<file path="config.mk">
export PLATFORM = sky130hd
export DESIGN_NAME = gru_collector
export DESIGN_NICKNAME = d
export VERILOG_FILES = /design/src/design/gru_pkg.sv /design/src/design/gru_collector.sv
export SDC_FILE = /design/constraint.sdc
export NUM_CORES = 1
export LEC_CHECK = 0
export BUFFER_PORTS_ARGS = -buffer_cell sky130_fd_sc_hd__buf_2
export CORE_ASPECT_RATIO = 0.7
export CORE_MARGIN = 5
export CORE_UTILIZATION = 40
export CTS_CLUSTER_DIAMETER = 80
export DETAILED_ROUTE_END_ITERATION = 7
export GPL_TIMING_DRIVEN = 1
export PLACE_DENSITY_LB_ADDON = 0.15
export REMOVE_ABC_BUFFERS = 1
export SLEW_MARGIN = 15
export SYNTH_ARGS = -nofsm -noshare
export SYNTH_HDL_FRONTEND = slang
export SYNTH_SLANG_ARGS = --single-unit
</file>
<file path="constraint.sdc">
create_clock -name clk -period 2 [get_ports clk]
set_clock_uncertainty 0.1 [all_clocks]
set_input_delay 0.4 -clock clk [delete_from_list [all_inputs] [get_ports clk]]
set_output_delay 0.4 -clock clk [all_outputs]
set_load 0.02 [all_outputs]
</file>
<file path="src/gru_weights.mem">
// signed Q16.16 hex, one word per line; for lane 0..3, gate z, r, cand:
// bias, input weights x0..x3, recurrent weights h0..h3
00001800
00004CCD
FFFFB333
00002000
FFFFE666
00003333
FFFFD99A
00001000
00005000
FFFFF000
0000399A
00006666
FFFFC000
00000CCD
FFFFE000
00004000
00002666
FFFFCCCD
00000800
0000A000
FFFF8CCD
00004CCD
00003000
0000599A
FFFFB99A
FFFFF333
00007333
FFFFE800
FFFFC666
00005333
00001333
FFFFD000
00006000
0000199A
FFFFA666
00002CCD
00002000
00003CCD
FFFFB000
00007000
FFFFEB85
FFFFC99A
00000A3D
00004333
FFFFF99A
FFFFF800
FFFF999A
0000B333
FFFFD333
00006CCD
00001EB8
FFFFA000
00003666
00005C29
00000C00
00002E14
FFFFCA3D
0000628F
FFFFF0A4
00004A3D
FFFFE3D7
00003852
FFFFB852
FFFFE400
000051EC
0000147B
FFFFA8F6
00003D71
FFFFD70A
00006B85
FFFFF5C3
00001C29
00001400
FFFF8A3D
000075C3
00002B85
FFFFC28F
0000970A
0000051F
FFFFB5C3
00004F5C
FFFFF400
00003AE1
00000F5C
FFFFCF5C
00005EB8
FFFFE8F6
000023D7
FFFF9EB8
000045C3
00001C00
FFFFDEB8
00004851
00002147
FFFFB0A4
00006147
FFFFF28F
000033D7
FFFFC7AE
FFFFEC00
00008F5C
FFFF9C29
00003EB8
000011EC
FFFFA3D7
00006E14
000028F6
FFFFD47B
</file>
<file path="src/design/gru_pkg.sv">
package gru_pkg;

	////////////////////////////////////////
	// fixed point Q16.16

	localparam int frac_bits = 16;

	typedef logic signed [31:0] fix_t;
	typedef logic signed [63:0] prod_t;

	localparam fix_t fix_one = fix_t'(1 << frac_bits);
	localparam fix_t fix_half = fix_t'(1 << (frac_bits - 1));

	// lane, gate (z, r, cand), then bias, input weights, recurrent weights
	localparam weight_file = "/design/src/gru_weights.mem";

	typedef enum logic {
		pass_gates,
		pass_cand
	} pass_t;

	typedef enum logic [1:0] {
		st_load,
		st_wait,
		st_gates,
		st_cand
	} feed_state_t;

	// one element broadcast to all lanes
	typedef struct packed {
		logic       valid;
		pass_t      pass;
		logic       rec;
		logic [3:0] idx;
		fix_t       value;
		fix_t       gate_r;
		logic       last;
	} bcast_t;

	////////////////////////////////////////
	// arithmetic

	// keeps bits 47:16 of the full product
	function automatic fix_t fix_mul(fix_t a, fix_t b);
		prod_t p;
		p = prod_t'(a) * prod_t'(b);
		return fix_t'(p[frac_bits +: 32]);
	endfunction

	function automatic fix_t hard_tanh(fix_t a);
		fix_t y;
		if (a > fix_one) begin
			y = fix_one;
		end else if (a < -fix_one) begin
			y = -fix_one;
		end else begin
			y = a;
		end
		return y;
	endfunction

	// sigmoid(x) ~ tanh(x/2)/2 + 0.5
	function automatic fix_t hard_sigmoid(fix_t a);
		fix_t t;
		t = hard_tanh(a >>> 1);
		return (t >>> 1) + fix_half;
	endfunction

endpackage

</file>
<file path="src/design/gru_collector.sv">
module gru_collector import gru_pkg::*; #(
	parameter int num_neurons = 4
) (
	input  logic                   clk,
	input  logic                   rst,
	input  logic                   h_new_valid,
	input  fix_t [num_neurons-1:0] h_vec,
	output logic                   busy,
	output logic                   out_valid,
	input  logic                   out_ready,
	output fix_t                   out_data
);

	localparam int iw = num_neurons > 1 ? $clog2(num_neurons) : 1;

	fix_t [num_neurons-1:0] h_hold;
	logic [iw-1:0] rd_idx;
	logic rd_last;

	assign rd_last = (rd_idx == iw'(num_neurons - 1));

	// stable while stalled, index only moves on a handshake
	assign out_data = h_hold[rd_idx];

	always_ff @(posedge clk) begin
		if (h_new_valid) begin
			h_hold <= h_vec;
		end
	end

	////////////////////////////////////////
	// output walk

	always_ff @(posedge clk) begin
		if (rst) begin
			busy <= 1'b0;
			out_valid <= 1'b0;
			rd_idx <= '0;
		end else if (h_new_valid) begin
			busy <= 1'b1;
			out_valid <= 1'b1;
			rd_idx <= '0;
		end else if (out_valid && out_ready) begin
			if (rd_last) begin
				busy <= 1'b0;
				out_valid <= 1'b0;
				rd_idx <= '0;
			end else begin
				rd_idx <= rd_idx + 1'b1;
			end
		end
	end

endmodule

</file>
==> results of run 1 <==
sequential cells by signal, summed over array words and instances, names as in the netlist:
signal and count:
h_hold 128, out_valid 1, rd_idx 2
final cells by class:
class                   count  share of cell area
clock inverters            13             0.03082
multi-input cells          42              0.1181
clock buffers              17             0.06275
well taps                 157             0.02898
flip-flops and latches    131              0.5766
diodes                      1           0.0003691
repair buffers            177              0.1824
cell usage after synthesis:
| cell type | instances | area [sq um] |
|---|---|---|
| mux4_2 | 28 | 630.6 |
| clkbuf_1 | 1 | 3.750 |
| buf_4 | 1 | 7.510 |
| buf_6 | 1 | 11.26 |
| o21a_1 | 2 | 15.01 |
| o21ba_2 | 1 | 10.01 |
| buf_2 | 3 | 15.01 |
| ha_1 | 1 | 12.51 |
| and3_1 | 1 | 6.260 |
| dfxtp_1 | 3 | 60.06 |
| a21boi_0 | 3 | 22.52 |
| buf_12 | 3 | 60.06 |
| nor2_1 | 1 | 3.750 |
| edfxtp_1 | 128 | 3844 |
| nor4bb_1 | 1 | 10.01 |
| mux4_1 | 4 | 105.1 |
layer usage:
metal | part of all wire | vias up
li1 | - | 1165
met4 | 0.011 | 2
met1 | 0.45 | 1238
met2 | 0.44 | 110
met5 | 0.0013 | -
met3 | 0.099 | 16
worst max-delay path, stage by stage, from the launching register on:
cell	delay (ns)
dfxtp_4	0.43
buf_12	0.16
mux4_2	0.54
buf_6	0.15
cells by family (layout without fill, tap and decap cells):
kind of cell / count (synthesis) / in the layout
adders and majority gates: 1 / 1
AOI/OAI and AO/OA: 6 / 6
other: 0 / 1
DFF: 131 / 131
muxes: 32 / 32
and+or+nand+nor: 3 / 3
buffers and inverters: 9 / 207
timing repair:
item,4_1_cts,5_1_grt
buffers inserted,4,0
setup endpoints to repair,32,32
gates resized for setup,55,16
cloned,2,1
report_power, final:
group | switching [mW] | total [mW] | internal (mW)
logic | 0.246 | 0.558 | 0.313
clock network | 1.09 | 3.29 | 2.20
registers | 0.0523 | 3.30 | 3.25
total | 1.39 | 7.15 | 5.76
worst max path at each step:
stage | slack [ns] | endpoint
CTS | -0.26 | out_data[19]
floorplan | -0.77 | out_data[25]
detailed placement | 0.15 | out_data[31]
global placement | 0.17 | out_data[25]
global route | -0.24 | out_data[14]
finish | -0.18 | out_data[13]
stage by stage:
stage / hold WS, ns / cell area [sq um] / instances
2_1_floorplan: 0.3989 / 4720 / 173
3_3_place_gp: 0.4764 / 5874 / 502
3_5_place_dp: 0.4781 / 5874 / 502
4_1_cts: 0.04313 / 6770 / 538
5_1_grt: 0.04705 / 6777 / 537
6_report: 0.06810 / 6779 / 538
==> flow_summary.ini, run 1 <==
[outcome]
outcome = finished with violations
violations = negative setup slack

[global_route]
met1_usage = 0.1980
antenna_found_initial = 1
top_usage_layer = met2
grt_pass1_vias = 2736
grt_max_degree = 49
met2_usage = 0.1998
grt_pass1_wl_microns = 14720
grt.total_usage = 0.1409
gr-total-overflow = 0
grtUsageMet3 = 0.05847

[critical_path]
critical_path_class = reg -> out
critPathLaunchType = flop
worst-r2r-cell-count = 6
required_ns = 1.50
regToRegEndpoint = rd_idx[1]
r2r-start = rd_idx[0]
end_kind = output pin
critPathLaunch = rd_idx[0]
worstPathMaxFanout = 8
crit_arrival_ns = 1.68
r2r_setup_slack_ns = 0.37

[worst_hold_path]
hold-path-cell-count = 1
hold_start = h_vec[28]
min_path_type = in -> reg
holdPathEnd = h_hold[28]

[routing]
drc = 0
viasPerCell = 4.704
ant_nets = 0
routed_wirelength_microns = 9842
detail_route.iter0.violations = 96
via_count = 2531
drtPass1Iterations = 4
post_drt_wl_per_cell_microns = 18.29

[yosys]
yosys.area_share.adder = 0.002597
avgSynthCellArea_sq_um = 26.47
synth_xor_area_frac = 0
synth-compound-area-share = 0.009870
synth_top_family_by_area = multiplexers
seq_area_frac_synth = 0.8104
synth_area_sq_um = 4817
synthDistinctLibCells = 16
synth-seq-cells = 131
muxShareOfSynthArea = 0.1527
syn_inst = 182
yosys_warnings = 0
synthSimpleGateAreaFrac = 0.004156

[run]
cap_violations = 0

[timing]
hold_violations = 0
worst_pin_slew_ns = 0.2624
rsz0062_at_grt = true
min_period_over_period = 1.091
tns_ns = -4.844
setup_viol = 32
setup_ws_ns = -0.1820
period_minus_slack_ns = 2.182
slew_viol_final = 0
max_slew_margin = 0.8251
fmax_mhz = 458.3

[pwr]
p_per_area_nw_per_um2 = 1055
p_leak_nw = 2.594
power_mw = 7.151
vdd_drop_max_mv = 0.6673

[final_layout]
layout_commonest_cell = buf_2
num-fill-cells = 926
drive_above_1_share = 0.6342
multi_input_area_sq_um = 800.8
layout_common_cells = buf_2, edfxtp_1, mux4_2, buf_6, clkbuf_16
utilization = 0.5761
final_nets = 502
seq_area_sq_um = 3909
area_delta_synth_final_pct = 40.73

[clock_tree]
cts_sinks = 131
clk_latency_ns = 0.40
tritoncts = done
cts_hold_buf = 0
clockBufferDepth = 2
path_clk_slew_ns = 0.06
cts_buffers = 17
cts_root_buffer = clkbuf_16
h-tree-depth = 4

[place]
globalplace.congestion = 0.7349
preCtsSetupSlack_ns = 0.1513
dp_hpwl_microns = 6697
port_buffers = 165

[die]
die_area_sq_um = 14370
io_pins = 166
initial_core_util = 0.4094
core-area_sq_um = 11770
core.rowCount = 33
die_h_microns = 101.8
die_w_microns = 141.2
(Power assumes the default switching activity.)
==> run 2: changes to the inputs <==
- ABC_AREA: not set -> 1
==> flow_summary.ini, run 2 <==
[outcome]
outcome = finished with violations
violations = negative setup slack

[pwr]
p_leak_nw = 3.908
p_int_mw = 5.403
comb_power_share = 0.129
swShare = 0.2458
p_switching_mw = 1.761
p_per_area_nw_per_um2 = 874.2
power_frac_seq = 0.462
power_mw = 7.163
clkPwrFrac = 0.409
vdd_drop_max_mv = 0.6137

[yosys]
async_flop_share = 0
synth_commonest_cells = nand2_1, edfxtp_1, inv_1
synth_area_sq_um = 5567
synth-seq-cells = 131
synth-edff-count = 128
yosys_warnings = 0
synthDistinctLibCells = 12
synth_most_common_cell = nand2_1
seq_area_frac_synth = 0.7013
avgSynthCellArea_sq_um = 10.64
yosysTopAreaCellShare = 0.6905
synthTopCellsByArea = edfxtp_1, nand2_1, inv_1
ys.flop_type = edfxtp_1
syn_inst = 523
yosys.area.top_type = edfxtp_1

[die]
initial_core_util = 0.4039
core-area_sq_um = 13780
die_area_sq_um = 16410
core.rowCount = 36
io_pins = 166
die_w_microns = 151
die_h_microns = 108.7

[routing]
met1_length_microns = 6878
ant_nets = 0
detail_route.iter0.violations = 198
topRoutingLayerUsed = met4
viasPerCell = 4.527
drtPass1Iterations = 5
met3RoutedLength_microns = 1078
via_count = 4138
drc = 0
dr_wl_met2_microns = 6918
routed_wirelength_microns = 15050
post_drt_wl_per_cell_microns = 16.46

[clock_tree]
tritoncts = done
cts_sinks = 131
cts_hold_buf = 0
clk_latency_ns = 0.40
cts_buffers = 17
h-tree-depth = 4
clockBufferDepth = 2
cts_root_buffer = clkbuf_16
path_clk_slew_ns = 0.06

[place]
port_buffers = 165
preCtsSetupSlack_ns = 0.3077
placed_cells = 867
dp_hpwl_microns = 8404
globalplace.congestion = 0.7593
placed_area_sq_um = 6609

[final_layout]
seq_area_sq_um = 3909
area_delta_synth_final_pct = 47.20
fin_cells = 914
largest_register_ffs = 128
drive_above_1_share = 0.5083
antenna_cells = 0
multi_input_area_sq_um = 1440
largest_register = h_hold
num-fill-cells = 1197
layout_common_cells = buf_2, edfxtp_1, inv_1
post-route-cell-area_sq_um = 8194
final_nets = 844
layout_commonest_cell = buf_2
largestRegisters = h_hold: 128 flops, rd_idx: 2 flops, out_valid: 1 flops

[critical_path]
end_kind = output pin
crit_arrival_ns = 1.50
critPathLaunchType = flop
r2r-start = rd_idx[0]
worstPathMaxFanout = 8
required_ns = 1.50
critical_path_class = reg -> out
critPathLaunch = rd_idx[0]

[timing]
period_minus_slack_ns = 2.000
setup_viol = 1
hold_violations = 0
slew_viol_final = 0
setup_ws_ns = -0.0003367
rsz0062_at_grt = true
fmax_mhz = 499.9
tns_ns = -0.0003367
worst_pin_slew_ns = 0.3318
min_period_over_period = 1.000
max_slew_margin = 0.7788

[worst_hold_path]
hold_start = h_vec[31]
min_path_type = in -> reg

[global_route]
gr-total-overflow = 0
antenna_found_initial = 0
grt_pass1_wl_microns = 20820
grt_max_degree = 52
grt_pass1_vias = 4056
grt.total_usage = 0.1693

[run]
cap_violations = 0
[run 2: changes by cell type in the layout (fill, tap and decap cells not counted), moves of 7 or more]
cell	delta
inv_1	+111
nand2_1	+92
nand2_2	+72
nand3_2	+50
mux4_2	-32
inv_2	+18
nand3_1	+14
clkbuf_16	+7
[run 2: power groups by stage]
stage                     clock, mW  sequential [mW]  combinational [mW]
after floorplan                   0             3.37               0.302
after global placement            0             3.36               0.647
after detailed placement          0             3.37               0.658
after CTS                      2.97             3.31               0.702
after global routing           3.10             3.33                1.01
final                          2.93             3.31               0.921
[run 2: timing repair]
| item | CTS | global route |
|---|---|---|
| setup buffers | 2 | 1 |
| gates cloned | 4 | 8 |
| pin swaps | 0 | 69 |
| resized for setup | 16 | 188 |
| endpoints found under the setup margin | 27 | 32 |
[run 2: logic make-up (layout without fill, tap and decap cells)]
kind of cell    after synthesis  in the layout  share of synthesized area
buf+inv                     153            354                     0.1214
fa+ha+maj                     1              1                   0.002247
flops                       131            131                     0.7013
simple gates                237            237                     0.1742
compound gates                1              1                  0.0008982
[run 2: critical path: stages, from the launching register on]
cell       delay (ns)
dfxtp_4          0.41
buf_12           0.16
clkbuf_16        0.19
nand2_2          0.06
nand3_2          0.07
nand2_2          0.06
buf_6            0.13
[run 2: through the flow]
step,hold slack [ns],util
finish,0.06275,0.5945
global route,0.04429,0.5945
CTS,0.04888,0.5333
detailed placement,0.3803,0.4795
global placement,0.3763,0.4795
floorplan,0.3691,-
[run 2: path summary, 6_finish.rpt]
kind | to | slack, ns | cells past startpoint
worst max register to register | rd_idx[1] | 0.50 | 6
worst min register to register | out_valid | 0.39 | 2
worst max-delay path | out_data[30] | -0.0003 | 6
worst min-delay path | h_hold[31] | 0.06 | 1
[run 2: area by class of cell]
| cell class | instances | area share |
|---|---|---|
| Clock buffer | 18 | 0.05237 |
| Clock inverter | 14 | 0.01588 |
| Timing Repair Buffer | 191 | 0.1887 |
| Sequential cell | 131 | 0.4770 |
| Multi-Input combinational cell | 239 | 0.1758 |
| Inverter | 131 | 0.06123 |
| Tap cell | 190 | 0.02901 |
[run 2: routing by layer]
metal / vias up / global-route usage
li1: 2016 / -
met2: 155 / 0.2627
met1: 1952 / 0.2344
met3: 15 / 0.05027
met5: - / 0
met4: 0 / 0.04463
