`src/gru_weights.mem`:
```
// signed Q16.16 hex, one word per line; for lane 0..3, gate z, r, cand:
// bias, input weights x0..x3, recurrent weights h0..h3
00001800
00004CCD
FFFFB333
00002000
FFFFE666
00003333
FFFFD99A
00001000
00005000
FFFFF000
0000399A
00006666
FFFFC000
00000CCD
FFFFE000
00004000
00002666
FFFFCCCD
00000800
0000A000
FFFF8CCD
00004CCD
00003000
0000599A
FFFFB99A
FFFFF333
00007333
FFFFE800
FFFFC666
00005333
00001333
FFFFD000
00006000
0000199A
FFFFA666
00002CCD
00002000
00003CCD
FFFFB000
00007000
FFFFEB85
FFFFC99A
00000A3D
00004333
FFFFF99A
FFFFF800
FFFF999A
0000B333
FFFFD333
00006CCD
00001EB8
FFFFA000
00003666
00005C29
00000C00
00002E14
FFFFCA3D
0000628F
FFFFF0A4
00004A3D
FFFFE3D7
00003852
FFFFB852
FFFFE400
000051EC
0000147B
FFFFA8F6
00003D71
FFFFD70A
00006B85
FFFFF5C3
00001C29
00001400
FFFF8A3D
000075C3
00002B85
FFFFC28F
0000970A
0000051F
FFFFB5C3
00004F5C
FFFFF400
00003AE1
00000F5C
FFFFCF5C
00005EB8
FFFFE8F6
000023D7
FFFF9EB8
000045C3
00001C00
FFFFDEB8
00004851
00002147
FFFFB0A4
00006147
FFFFF28F
000033D7
FFFFC7AE
FFFFEC00
00008F5C
FFFF9C29
00003EB8
000011EC
FFFFA3D7
00006E14
000028F6
FFFFD47B
```
`src/design/gru_pkg.sv`:
```
package gru_pkg;

	////////////////////////////////////////
	// fixed point Q16.16

	localparam int frac_bits = 16;

	typedef logic signed [31:0] fix_t;
	typedef logic signed [63:0] prod_t;

	localparam fix_t fix_one = fix_t'(1 << frac_bits);
	localparam fix_t fix_half = fix_t'(1 << (frac_bits - 1));

	// lane, gate (z, r, cand), then bias, input weights, recurrent weights
	localparam weight_file = "/design/src/gru_weights.mem";

	typedef enum logic {
		pass_gates,
		pass_cand
	} pass_t;

	typedef enum logic [1:0] {
		st_load,
		st_wait,
		st_gates,
		st_cand
	} feed_state_t;

	// one element broadcast to all lanes
	typedef struct packed {
		logic       valid;
		pass_t      pass;
		logic       rec;
		logic [3:0] idx;
		fix_t       value;
		fix_t       gate_r;
		logic       last;
	} bcast_t;

	////////////////////////////////////////
	// arithmetic

	// keeps bits 47:16 of the full product
	function automatic fix_t fix_mul(fix_t a, fix_t b);
		prod_t p;
		p = prod_t'(a) * prod_t'(b);
		return fix_t'(p[frac_bits +: 32]);
	endfunction

	function automatic fix_t hard_tanh(fix_t a);
		fix_t y;
		if (a > fix_one) begin
			y = fix_one;
		end else if (a < -fix_one) begin
			y = -fix_one;
		end else begin
			y = a;
		end
		return y;
	endfunction

	// sigmoid(x) ~ tanh(x/2)/2 + 0.5
	function automatic fix_t hard_sigmoid(fix_t a);
		fix_t t;
		t = hard_tanh(a >>> 1);
		return (t >>> 1) + fix_half;
	endfunction

endpackage

```
`src/design/gru_feeder.sv`:
```
module gru_feeder import gru_pkg::*; #(
	parameter int num_inputs = 4,
	parameter int num_neurons = 4
) (
	input  logic                   clk,
	input  logic                   rst,
	input  logic                   in_valid,
	output logic                   in_ready,
	input  fix_t                   in_data,
	input  logic                   busy,
	input  fix_t [num_neurons-1:0] r_vec,
	output bcast_t                 bcast
);

	localparam int vec_len = num_inputs + num_neurons;
	localparam int cnt_w = vec_len > 1 ? $clog2(vec_len) : 1;

	feed_state_t state;
	logic [cnt_w-1:0] cnt;
	logic cnt_last;
	logic el_valid;
	logic el_rec;
	logic step;

	// x in the low entries, h above them, same order as the broadcast
	fix_t vec_buf [vec_len];

	assign in_ready = (state == st_load);
	assign el_valid = (state == st_gates) || (state == st_cand);
	assign el_rec = int'(cnt) >= num_inputs;
	assign cnt_last = (cnt == cnt_w'(vec_len - 1));

	// one count per accepted beat or per broadcast element
	assign step = in_ready ? in_valid : el_valid;

	always_ff @(posedge clk) begin
		if (in_valid && in_ready) begin
			vec_buf[cnt] <= in_data;
		end
	end

	////////////////////////////////////////
	// sequencing

	always_ff @(posedge clk) begin
		if (rst) begin
			state <= st_load;
			cnt <= '0;
		end else begin
			if (step) begin
				cnt <= cnt_last ? '0 : cnt + 1'b1;
			end
			case (state)
				st_load: begin
					if (step && cnt_last) begin
						state <= st_wait;
					end
				end
				st_wait: begin
					// collector still draining the previous state
					if (!busy) begin
						state <= st_gates;
					end
				end
				st_gates: begin
					if (cnt_last) begin
						state <= st_cand;
					end
				end
				st_cand: begin
					if (cnt_last) begin
						state <= st_load;
					end
				end
				default: state <= st_load;
			endcase
		end
	end

	////////////////////////////////////////
	// broadcast element

	always_comb begin
		bcast = '0;
		bcast.valid = el_valid;
		bcast.pass = (state == st_cand) ? pass_cand : pass_gates;
		bcast.rec = el_rec;
		bcast.idx = el_rec ? 4'(int'(cnt) - num_inputs) : 4'(cnt);
		bcast.value = vec_buf[cnt];
		bcast.last = cnt_last;
		// r_k rides beside h_k in the candidate pass
		for (int k = 0; k < num_neurons; k++) begin
			if (el_rec && state == st_cand && int'(cnt) == num_inputs + k) begin
				bcast.gate_r = r_vec[k];
			end
		end
	end

endmodule

```
`config.mk`:
```
export PLATFORM = sky130hd
export DESIGN_NAME = gru_feeder
export DESIGN_NICKNAME = d
export VERILOG_FILES = /design/src/design/gru_pkg.sv /design/src/design/gru_feeder.sv
export SDC_FILE = /design/constraint.sdc
export NUM_CORES = 1
export LEC_CHECK = 0
export BUFFER_PORTS_ARGS = -buffer_cell sky130_fd_sc_hd__clkbuf_2
export CELL_PAD_IN_SITES_DETAIL_PLACEMENT = 1
export CELL_PAD_IN_SITES_GLOBAL_PLACEMENT = 2
export CORE_MARGIN = 1.5
export CORE_UTILIZATION = 40
export CTS_CLUSTER_DIAMETER = 200
export DETAILED_ROUTE_END_ITERATION = 10
export PLACE_DENSITY_LB_ADDON = 0.3
export SLEW_MARGIN = 20
export SYNTH_ARGS = -nofsm -noshare
export SYNTH_HDL_FRONTEND = slang
export SYNTH_SLANG_ARGS = --single-unit
```
`constraint.sdc`:
```
create_clock -name clk -period 7.3 [get_ports clk]
set_input_delay 0.73 -clock clk [delete_from_list [all_inputs] [get_ports clk]]
set_output_delay 0.73 -clock clk [all_outputs]
set_load 0.05 [all_outputs]
```
==> results of run 1 <==
==> worst max-delay path, delay by kind of cell, from the launching register on <==
family / cells / cell delay [ns]
buffers and inverters: 4 / 1.09
AO/OA/AOI/OAI: 2 / 0.58
flip-flops: 1 / 0.55
AND/OR/NAND/NOR: 1 / 0.30
adder cells (fa/ha/maj): 1 / 0.20
==> power groups by stage <==
| stage | combinational [µW] | clock [µW] | sequential (µW) |
|---|---|---|---|
| finish | 334 | 1330 | 1700 |
| global route | 356 | 1400 | 1700 |
| CTS | 340 | 1360 | 1700 |
| detailed placement | 339 | 0 | 1740 |
| global placement | 331 | 0 | 1730 |
| floorplan | 223 | 0 | 1730 |
==> logic make-up after synthesis <==
| group | count (synthesis) | share of synthesized area, % |
|---|---|---|
| buf+inv | 56 | 2.61 |
| fa+ha+maj | 9 | 0.992 |
| simple gates | 93 | 3.45 |
| compound gates | 107 | 6.63 |
| mux | 96 | 17.2 |
| other cells | 1 | 0.0330 |
| flops | 264 | 69.1 |
==> metrics by stage <==
| stage | hold WS, ns | setup WS, ns |
|---|---|---|
| floorplan | 0.499 | 3.37 |
| global placement | 0.515 | 3.68 |
| detailed placement | 0.553 | 3.64 |
| CTS | 0.444 | 3.07 |
| global route | 0.453 | 3.12 |
| finish | 0.462 | 3.31 |
==> layer usage <==
layer  up-vias  track usage (%)
met5         -                0
met4         0             6.41
met3        35             3.59
met2       246             37.8
met1      3356             22.7
li1       3023                -
==> worst max-delay path by stage <==
| stage | slack [ns] | endpoint | depth (start not counted) | startpoint |
|---|---|---|---|---|
| finish | 3.31 | bcast[32] | 8 | cnt[1] |
| floorplan | 3.37 | vec_buf[4][0] | 4 | state[0] |
| global route | 3.12 | bcast[32] | 8 | cnt[1] |
| global placement | 3.68 | bcast[31] | 7 | cnt[0] |
| detailed placement | 3.64 | bcast[31] | 7 | cnt[0] |
| CTS | 3.07 | bcast[31] | 7 | cnt[0] |
==> sequential cells by signal, indices dropped and copies added (netlist names), named ones only <==
register	count
vec_buf	256
state	2
cnt	3
==> layout by cell type (no fill, tap or decap), types with 2 or more instances in the layout <==
master	synthesis	layout
nor2_4	0	6
clkbuf_2	0	234
clkinv_4	0	2
a2bb2oi_1	32	32
inv_6	0	3
o31ai_1	32	32
o21ai_0	3	3
or3_1	2	2
clkinv_1	0	5
clkinvlp_4	0	3
dfxtp_2	0	2
nor3_2	0	2
inv_1	5	5
clkbuf_16	0	25
nor2_1	38	32
ha_1	9	8
nand2_1	37	37
diode_2	0	2
nand3_1	4	4
a21oi_1	35	35
clkbuf_1	21	2
mux4_2	24	24
edfxtp_1	256	256
bufinv_16	0	4
mux4_1	40	40
conb_1	1	2
dfxtp_1	8	5
mux2_2	32	32
buf_4	7	13
==> cell type report <==
class | count | area share, %
flip-flops and latches | 264 | 57.1
multi-input cells | 307 | 23.8
repair buffers | 248 | 9.30
clock buffers | 27 | 4.60
well taps | 378 | 3.44
clock inverters | 18 | 1.61
inverters | 5 | 0.136
diodes | 2 | 0.0364
==> results.tsv, run 1 <==
metric	value	unit
worst min path class	primary input to flop	
Hold Crit Start	rst	
vias in the first global route	7324	
part of the power in combinational logic	9.9	%
placed cell count	1202	
R2R Path Start	state[0]	
# rows	61	
number of top-level pins	237	
synth cell count leaders	edfxtp_1, mux4_1, nor2_1, nand2_1, a21oi_1	
worst path cell trace	inv_1 -> ha_1 -> buf_4 -> and4b_1 -> buf_4 -> a2bb2oi_1 -> o31ai_1 -> clkbuf_2	
WHS Path Cells	2	
post-route clock period utilization	54.7	%
post-route setup TNS	0	ns
cts hold-fix bufs	0	
ys async rst share	0	%
crit path max fanout	33	
CP max stage cell	dfxtp_1	
P_int	2600	µW
Post-synth EDFFs	256	
First-pass DRT Iterations	4	
routed wire length on met3	1670	µm
Synth area leader	edfxtp_1	
count leader, synth	edfxtp_1	
register share of total power	50.6	%
status	complete, no violations	
CTS tree	built	
static leakage	0.00485	µW
Die Area	0.0294	mm²
Detailed Route Iter0 Violations	355	
FILL cells	2700	
# resized after CTS	0	
CP startpoint kind	flop	
Layout Skew	0.0172	ns
htree depth	1	
Metal-1 WL	11100	µm
arrival time at the worst endpoint	3.26	ns
# nets final	1024	
required time of the worst setup path	6.57	ns
unrepaired setup endpoints after global routing	false	
routed via count	6660	
Slew Limit Fails	0	
post-route ant nets	0	
Cell Area, Synth	0.0114	mm²
Reg2Reg Setup Slack	5.03	ns
most used cell, CP	buf_4	
post-layout util	49.4	%
Max-cap violations	0	
met2 routed WL	16000	µm
DR WL/cell	23.5	µm
P&R area growth vs syn	21.2	%
Net Sw Power	764	µW
Pwr Density	244	mW/mm²
share of cells above drive strength 1	41.1	%
Placeable Area	0.0279	mm²
Setup Viol. Count Final	0	
Peak VDD IR	0.000121	V
PnR Total Power	3360	µW
#FFs+latches synth	264	
sequential area share after synthesis	69.1	%
top cells by area, synth	edfxtp_1, mux4_1, mux4_2	
Hold Path Sink	state[0]	
Die X	172	µm
global-route wire length before repair	43000	µm
Die Ht	172	µm
worst-margin pin slew	1.10	ns
number of port buffers	234	
Tmin final	3.99	ns
Synth Warn #	0	
Worst-Skew Late Latency	0.52	ns
Worst slew margin	26.5	%
HPWL after DPL	19000	µm
DRC errors left	0	
FF-to-FF End	vec_buf[4][1]	
Initial Util	40.8	%
antenna violations before repair	3	
maximum clock path buffer count	3	
clock network fraction of total power	39.4	%
GPL Wtd Cong	0.912	
gr usage total	20.0	%
Main synth FF type	edfxtp_1	
total setup buffers inserted after CTS	0	
Worst setup EP type	primary output	
multi-input logic area	0.00328	mm²
clk slew on worst S/H paths	0.06	ns
worst r2r path cells	5	
post-synthesis cell count	626	
CTS Buf Count	25	
share of the synthesized area in the top cell type	67.7	%
critical path class	flop to primary output	
largest net degree at the start of global routing	65	
highest routed layer	met4	
register area	0.00785	mm²
Syn Area/Cell	18.1	µm²
Post-Route WL	29300	µm
clk root buf	clkbuf_16	
CP peak stage delay	0.55	ns
unique cell type count in the Yosys netlist	36	
placed cell area	0.0129	mm²
f_max	250	MHz
Sw Share	22.7	%
clk sinks	264	
Congestion Overflow GR	0	
Via density	5.33	
final hold vios	0	
Design Area, Final	0.0138	mm²
non-filler cells, final	1249	
(Power assumes the default switching activity.)
==> run 2: changes to the inputs <==
--- a/config.mk
+++ b/config.mk
@@ -5,11 +5,12 @@
 export SDC_FILE = /design/constraint.sdc
 export NUM_CORES = 1
 export LEC_CHECK = 0
+export ABC_AREA = 1
 export BUFFER_PORTS_ARGS = -buffer_cell sky130_fd_sc_hd__clkbuf_2
 export CELL_PAD_IN_SITES_DETAIL_PLACEMENT = 1
 export CELL_PAD_IN_SITES_GLOBAL_PLACEMENT = 2
 export CORE_MARGIN = 1.5
-export CORE_UTILIZATION = 40
+export CORE_UTILIZATION = 31
 export CTS_CLUSTER_DIAMETER = 200
 export DETAILED_ROUTE_END_ITERATION = 10
 export PLACE_DENSITY_LB_ADDON = 0.3
==> constraint.sdc (replaced) <==
create_clock -name clk -period 3.4 [get_ports clk]
set_input_delay 0.34 -clock clk [delete_from_list [all_inputs] [get_ports clk]]
set_output_delay 0.34 -clock clk [all_outputs]
set_load 0.05 [all_outputs]
==> run 2 against run 1 <==
  * Non-clock buffer count is 10 higher
  * First-iteration DRC count increased by 4.8%
  * Worst setup slack lost 2.9 ns
  * Final area increased by 6.7%
  * Sequential power up 140%
  * Register-to-register slack lost 3.9 ns
  * Combinational power grew to 13 times the previous value
==> results.tsv, run 2 <==
metric	value	unit
Post-synth EDFFs	256	
Cell Area, Synth	0.0122	mm²
FF-to-FF End	vec_buf[1][10]	
Worst setup EP type	primary output	
share of the synthesized area in the top cell type	63.0	%
Tmin final	3.01	ns
worst-margin pin slew	0.793	ns
max reg flops	256	
First-pass DRT Iterations	4	
final hold vios	0	
Hold Crit Start	in_data[23]	
DRC errors left	0	
#FFs+latches synth	264	
Top reg by flops	vec_buf	
CP startpoint	cnt[0]	
critical path class	flop to primary output	
Detailed Route Iter0 Violations	372	
Pwr Density	751	mW/mm²
largest net degree at the start of global routing	84	
Die Area	0.0406	mm²
Design Area, Final	0.0147	mm²
Placeable Area	0.0387	mm²
number of port buffers	234	
f_max	333	MHz
biggest regs	vec_buf (256), cnt (3), state (2)	
placed cell area	0.0139	mm²
HPWL after DPL	22000	µm
clk root buf	clkbuf_16	
share of cells above drive strength 1	20.4	%
# nets final	1671	
Initial Util	31.5	%
P&R area growth vs syn	20.3	%
XOR/XNOR Fraction of Synth Area	0	%
Syn Area/Cell	9.48	µm²
WHS Path Cells	1	
required time of the worst setup path	3.06	ns
ys async rst share	0	%
unique cell type count in the Yosys netlist	21	
R2R Path Start	state[0]	
# rows	72	
CP startpoint kind	flop	
CTS Buf Count	28	
Setup Viol. Count Final	0	
maximum clock path buffer count	3	
Reg2Reg Setup Slack	1.14	ns
PnR Total Power	11000	µW
Main synth FF type	edfxtp_1	
Synth area leader	edfxtp_1	
Worst slew margin	47.1	%
total setup buffers inserted after CTS	0	
vias in the first global route	9574	
Hold Path Sink	vec_buf[3][23]	
CTS tree	built	
Via density	4.57	
DR WL/cell	17.2	µm
count leader, synth	nand2_1	
post-route setup TNS	0	ns
unrepaired setup endpoints after global routing	false	
worst hold slack	0.0900	ns
crit path max fanout	64	
worst r2r path cells	7	
Synth Warn #	0	
global-route wire length before repair	54000	µm
post-route ant nets	0	
adder-cell share of the synthesized area	0.922	%
number of top-level pins	237	
Worst-Skew Late Latency	0.52	ns
cts hold-fix bufs	0	
top cells by area, synth	edfxtp_1, nand2_1, nor2_1	
worst min path class	primary input to flop	
largest family of logic cells by synthesized area	simple AND/OR/NAND/NOR gates	
Layout Skew	0.0116	ns
clk slew on worst S/H paths	0.06	ns
mux contribution to synthesized area	0	%
GPL Wtd Cong	0.800	
status	complete, no violations	
gr usage total	17.1	%
routed via count	9306	
Max-cap violations	0	
register area	0.00785	mm²
most common cell after layout, fill and taps aside	nand2_1	
post-route clock period utilization	88.4	%
static leakage	0.00623	µW
post-synthesis cell count	1288	
most frequent cells in the layout	nand2_1, edfxtp_1, clkbuf_2	
Die Ht	201	µm
multi-input logic area	0.00374	mm²
Congestion Overflow GR	0	
area fraction in compound gates after synthesis	5.37	%
htree depth	1	
synth cell count leaders	nand2_1, edfxtp_1, nor2_1, o21ai_0, o21ai_1	
clk sinks	264	
sequential area share after synthesis	64.3	%
antenna violations before repair	1	
Synth Area in Simple Gates	23.8	%
arrival time at the worst endpoint	2.67	ns
FILL cells	4455	
Post-Route WL	35000	µm
Slew Limit Fails	0	
Die X	201	µm
Peak VDD IR	0.000426	V
## run 2: cell types whose count changed after synthesis, sizes merged, moves of 34 or more
| cell | before | now |
|---|---|---|
| nand2 | 37 | 533 |
| nor2 | 38 | 185 |
| o21ai | 3 | 130 |
| a21oi | 35 | 1 |
| inv | 5 | 51 |
| mux4 | 64 | 0 |
## run 2: worst max path at each step
stage / slack, ns / to / cells after the start
after global placement: 0.75 / bcast[16] / 9
after global routing: 0.13 / bcast[12] / 8
final: 0.39 / bcast[18] / 8
after detailed placement: 0.72 / bcast[16] / 9
after CTS: 0.15 / bcast[16] / 9
after floorplan: 0.39 / vec_buf[1][0] / 6
## run 2: critical path, cell delays in order, from the launching register on
cell and delay (ns):
dfxtp_1 0.50, ha_1 0.21, ha_1 0.26, inv_1 0.12
nor2_4 0.12, buf_6 0.39, nand2_1 0.10, nand2_1 0.12
clkbuf_2 0.29
## run 2: logic make-up (layout without fill, tap and decap cells)
logic type	Yosys count	count (layout)
AO/OA/AOI/OAI	131	131
adder cells (fa/ha/maj)	9	9
other	1	3
AND/OR/NAND/NOR	753	753
flip-flops	264	264
buffers and inverters	130	357
## run 2: report_power, final
group,switching (µW),internal [µW]
clock,1150,1540
sequential,159,3930
combinational,3240,1000
## run 2: per-layer routing
| metal | up-vias | track usage, % | part of all wire [%] |
|---|---|---|---|
| met3 | 37 | 3.53 | 5.8 |
| li1 | 4610 | - | - |
| met5 | - | 0 | 0 |
| met1 | 4429 | 20.9 | 42 |
| met4 | 0 | 4.16 | 2.1 |
| met2 | 230 | 30.7 | 50 |
## run 2: cell type report
cell class,instances,area share [%]
diodes,1,0.0170
clock buffers,37,5.15
flip-flops and latches,264,53.5
well taps,518,4.41
multi-input cells,895,25.5
repair buffers,258,9.82
clock inverters,11,0.332
inverters,51,1.31
## run 2: timing repair
action,4_1_cts,5_1_grt
endpoints found under the setup margin,0,5
hold endpoints to repair,0,0
gates resized for setup,0,1
## run 2: per-stage QoR
| step | utilization [%] | setup slack, ns | cells |
|---|---|---|---|
| 4_1_cts | 37.9 | 0.146 | 2034 |
| 3_5_place_dp | 35.8 | 0.716 | 1986 |
| 3_3_place_gp | 35.8 | 0.748 | 1986 |
| 6_report | 37.9 | 0.393 | 2035 |
| 2_1_floorplan | - | 0.386 | 1289 |
| 5_1_grt | 37.9 | 0.135 | 2035 |
==> run 3: changes to the inputs <==
--- a/config.mk
+++ b/config.mk
@@ -9,8 +9,8 @@
 export BUFFER_PORTS_ARGS = -buffer_cell sky130_fd_sc_hd__clkbuf_2
 export CELL_PAD_IN_SITES_DETAIL_PLACEMENT = 1
 export CELL_PAD_IN_SITES_GLOBAL_PLACEMENT = 2
-export CORE_MARGIN = 1.5
-export CORE_UTILIZATION = 31
+export CORE_MARGIN = 3
+export CORE_UTILIZATION = 37
 export CTS_CLUSTER_DIAMETER = 200
 export DETAILED_ROUTE_END_ITERATION = 10
 export PLACE_DENSITY_LB_ADDON = 0.3
==> constraint.sdc (replaced) <==
create_clock -name clk -period 3.75 [get_ports clk]
set_input_delay 0.375 -clock clk [delete_from_list [all_inputs] [get_ports clk]]
set_output_delay 0.375 -clock clk [all_outputs]
set_load 0.05 [all_outputs]
==> run 3 against run 2 <==
  * Non-clock buffer count fell by 2
  * Final cell count fell by 3.9%
  * Clock skew rose by 0.0049 ns
  * Hold slack improved by 0.013 ns
  * Clock power fell by 3%
  * Worst setup slack improved by 0.17 ns
  * Power fell by 8.0%
  * Sequential share of layout area rose by 0.35 points
  * Register-to-register slack improved by 0.24 ns
  * Global-route usage rose by 3.2 points
  * First-iteration DRC count fell by 8.3%
==> results.tsv, run 3 (synthesized netlist as in run 2, its figures left out) <==
metric	value	unit
status	complete, no violations	
CP startpoint kind	flop	
FF-to-FF End	vec_buf[3][4]	
HPWL after DPL	22600	µm
static leakage	0.00623	µW
Die Ht	188	µm
maximum clock path buffer count	3	
required time of the worst setup path	3.38	ns
Reg2Reg Setup Slack	1.38	ns
Max-cap violations	0	
vias in the first global route	10300	
routed via count	9591	
worst r2r path cells	7	
f_max	314	MHz
cts hold-fix bufs	0	
placed cell area	0.0137	mm²
Tmin final	3.19	ns
Congestion Overflow GR	0	
First-pass DRT Iterations	5	
arrival time at the worst endpoint	2.81	ns
unrepaired setup endpoints after global routing	false	
share of cells above drive strength 1	20.4	%
worst path cell trace	ha_1 -> nand2_4 -> nor2_4 -> nand2_1 -> nand3_1 -> nand2_1 -> nand2_1 -> clkbuf_2	
non-filler cells, final	1955	
Detailed Route Iter0 Violations	341	
Worst path top cell family by delay	simple AND/OR/NAND/NOR gates	
post-route setup TNS	0	ns
crit path max fanout	32	
max reg flops	256	
DR WL/cell	18.4	µm
Top reg by flops	vec_buf	
Die Area	0.0352	mm²
Pwr Density	695	mW/mm²
clk slew on worst S/H paths	0.06	ns
worst min path class	primary input to flop	
most used cell, CP	nand2_1	
Layout Skew	0.0165	ns
most frequent cells in the layout	nand2_1, edfxtp_1, clkbuf_2	
Slew Limit Fails	0	
number of top-level pins	237	
Post-Route WL	35900	µm
critical path class	flop to primary output	
worst-margin pin slew	0.908	ns
most common cell after layout, fill and taps aside	nand2_1	
worst hold slack	0.103	ns
multi-input logic area	0.00374	mm²
largest net degree at the start of global routing	129	
CP peak stage delay	0.61	ns
CP endpoint	bcast[17]	
CP startpoint	state[0]	
P&R area growth vs syn	19.5	%
CTS tree	built	
gr usage total	20.3	%
GPL Wtd Cong	0.901	
final hold vios	0	
Initial Util	38.1	%
post-route ant nets	0	
Worst slew margin	39.4	%
post-route clock period utilization	85.0	%
Setup Viol. Count Final	0	
total setup buffers inserted after CTS	0	
global-route wire length before repair	56500	µm
placed cell count	1901	
R2R Path Start	state[0]	
worst setup margin	0.561	ns
CP max stage cell	nor2_4	
FILL cells	3814	
Worst setup EP type	primary output	
# nets final	1669	
Placeable Area	0.0320	mm²
register area	0.00785	mm²
Setup WS pre-CTS	1.07	ns
# rows	65	
WP depth	8	
Peak VDD IR	0.000357	V
antenna violations before repair	3	
Worst-Skew Late Latency	0.55	ns
clk sinks	264	
clk root buf	clkbuf_16	
Design Area, Final	0.0146	mm²
# resized after CTS	0	
biggest regs	vec_buf (256), cnt (3), state (2)	
Via density	4.91	
number of port buffers	234	
CTS Buf Count	28	
DRC errors left	0	
worst path bufs/invs	1	
Die X	188	µm
htree depth	1	
run 3: worst min-delay path by stage:
stage / start / endpoint / slack [ns] / cells past startpoint
global placement: state[0] / state[0] / 0.53 / 2
global route: in_data[23] / vec_buf[6][23] / 0.1 / 1
finish: in_data[22] / vec_buf[7][22] / 0.10 / 1
CTS: in_data[22] / vec_buf[7][22] / 0.08 / 1
detailed placement: state[1] / state[1] / 0.55 / 2
floorplan: in_data[0] / vec_buf[0][0] / 0.47 / 0
run 3: layout make-up:
type                    count  area share, %
diodes                      2         0.0343
clock buffers              38           5.06
clock inverters            14          0.875
inverters                  51           1.33
multi-input cells         895           25.7
flip-flops and latches    264           53.8
well taps                 435           3.73
repair buffers            256           9.50
run 3: per-layer routing:
metal / part of all wire, % / up-vias / routed length (µm) / GRT usage [%]
li1: - / 4616 / - / -
met1: 39 / 4663 / 14000 / 23.0
met2: 51 / 270 / 18400 / 37.9
met3: 7.5 / 40 / 2690 / 5.20
met4: 2.2 / 2 / 807 / 5.17
met5: 0.028 / - / 10 / 0
run 3: worst register-to-register path, stage by stage, from the launching register on:
cell	delay (ns)
dfxtp_1	0.34
inv_1	0.09
ha_1	0.25
nand2_1	0.09
inv_1	0.11
nand2_1	0.24
nor2_4	0.44
buf_4	0.46
run 3: report_power, final:
group	internal [µW]	leakage, µW	switching (µW)
logic	887	0.00342	3000
clock network	1520	0.000422	1090
registers	3570	0.00239	93.7
run 3: through the flow:
stage	util [%]	power [µW]
after global placement	42.8	7590
after floorplan	-	6520
after global routing	45.5	10800
after CTS	45.5	10300
after detailed placement	42.8	7680
final	45.5	10100
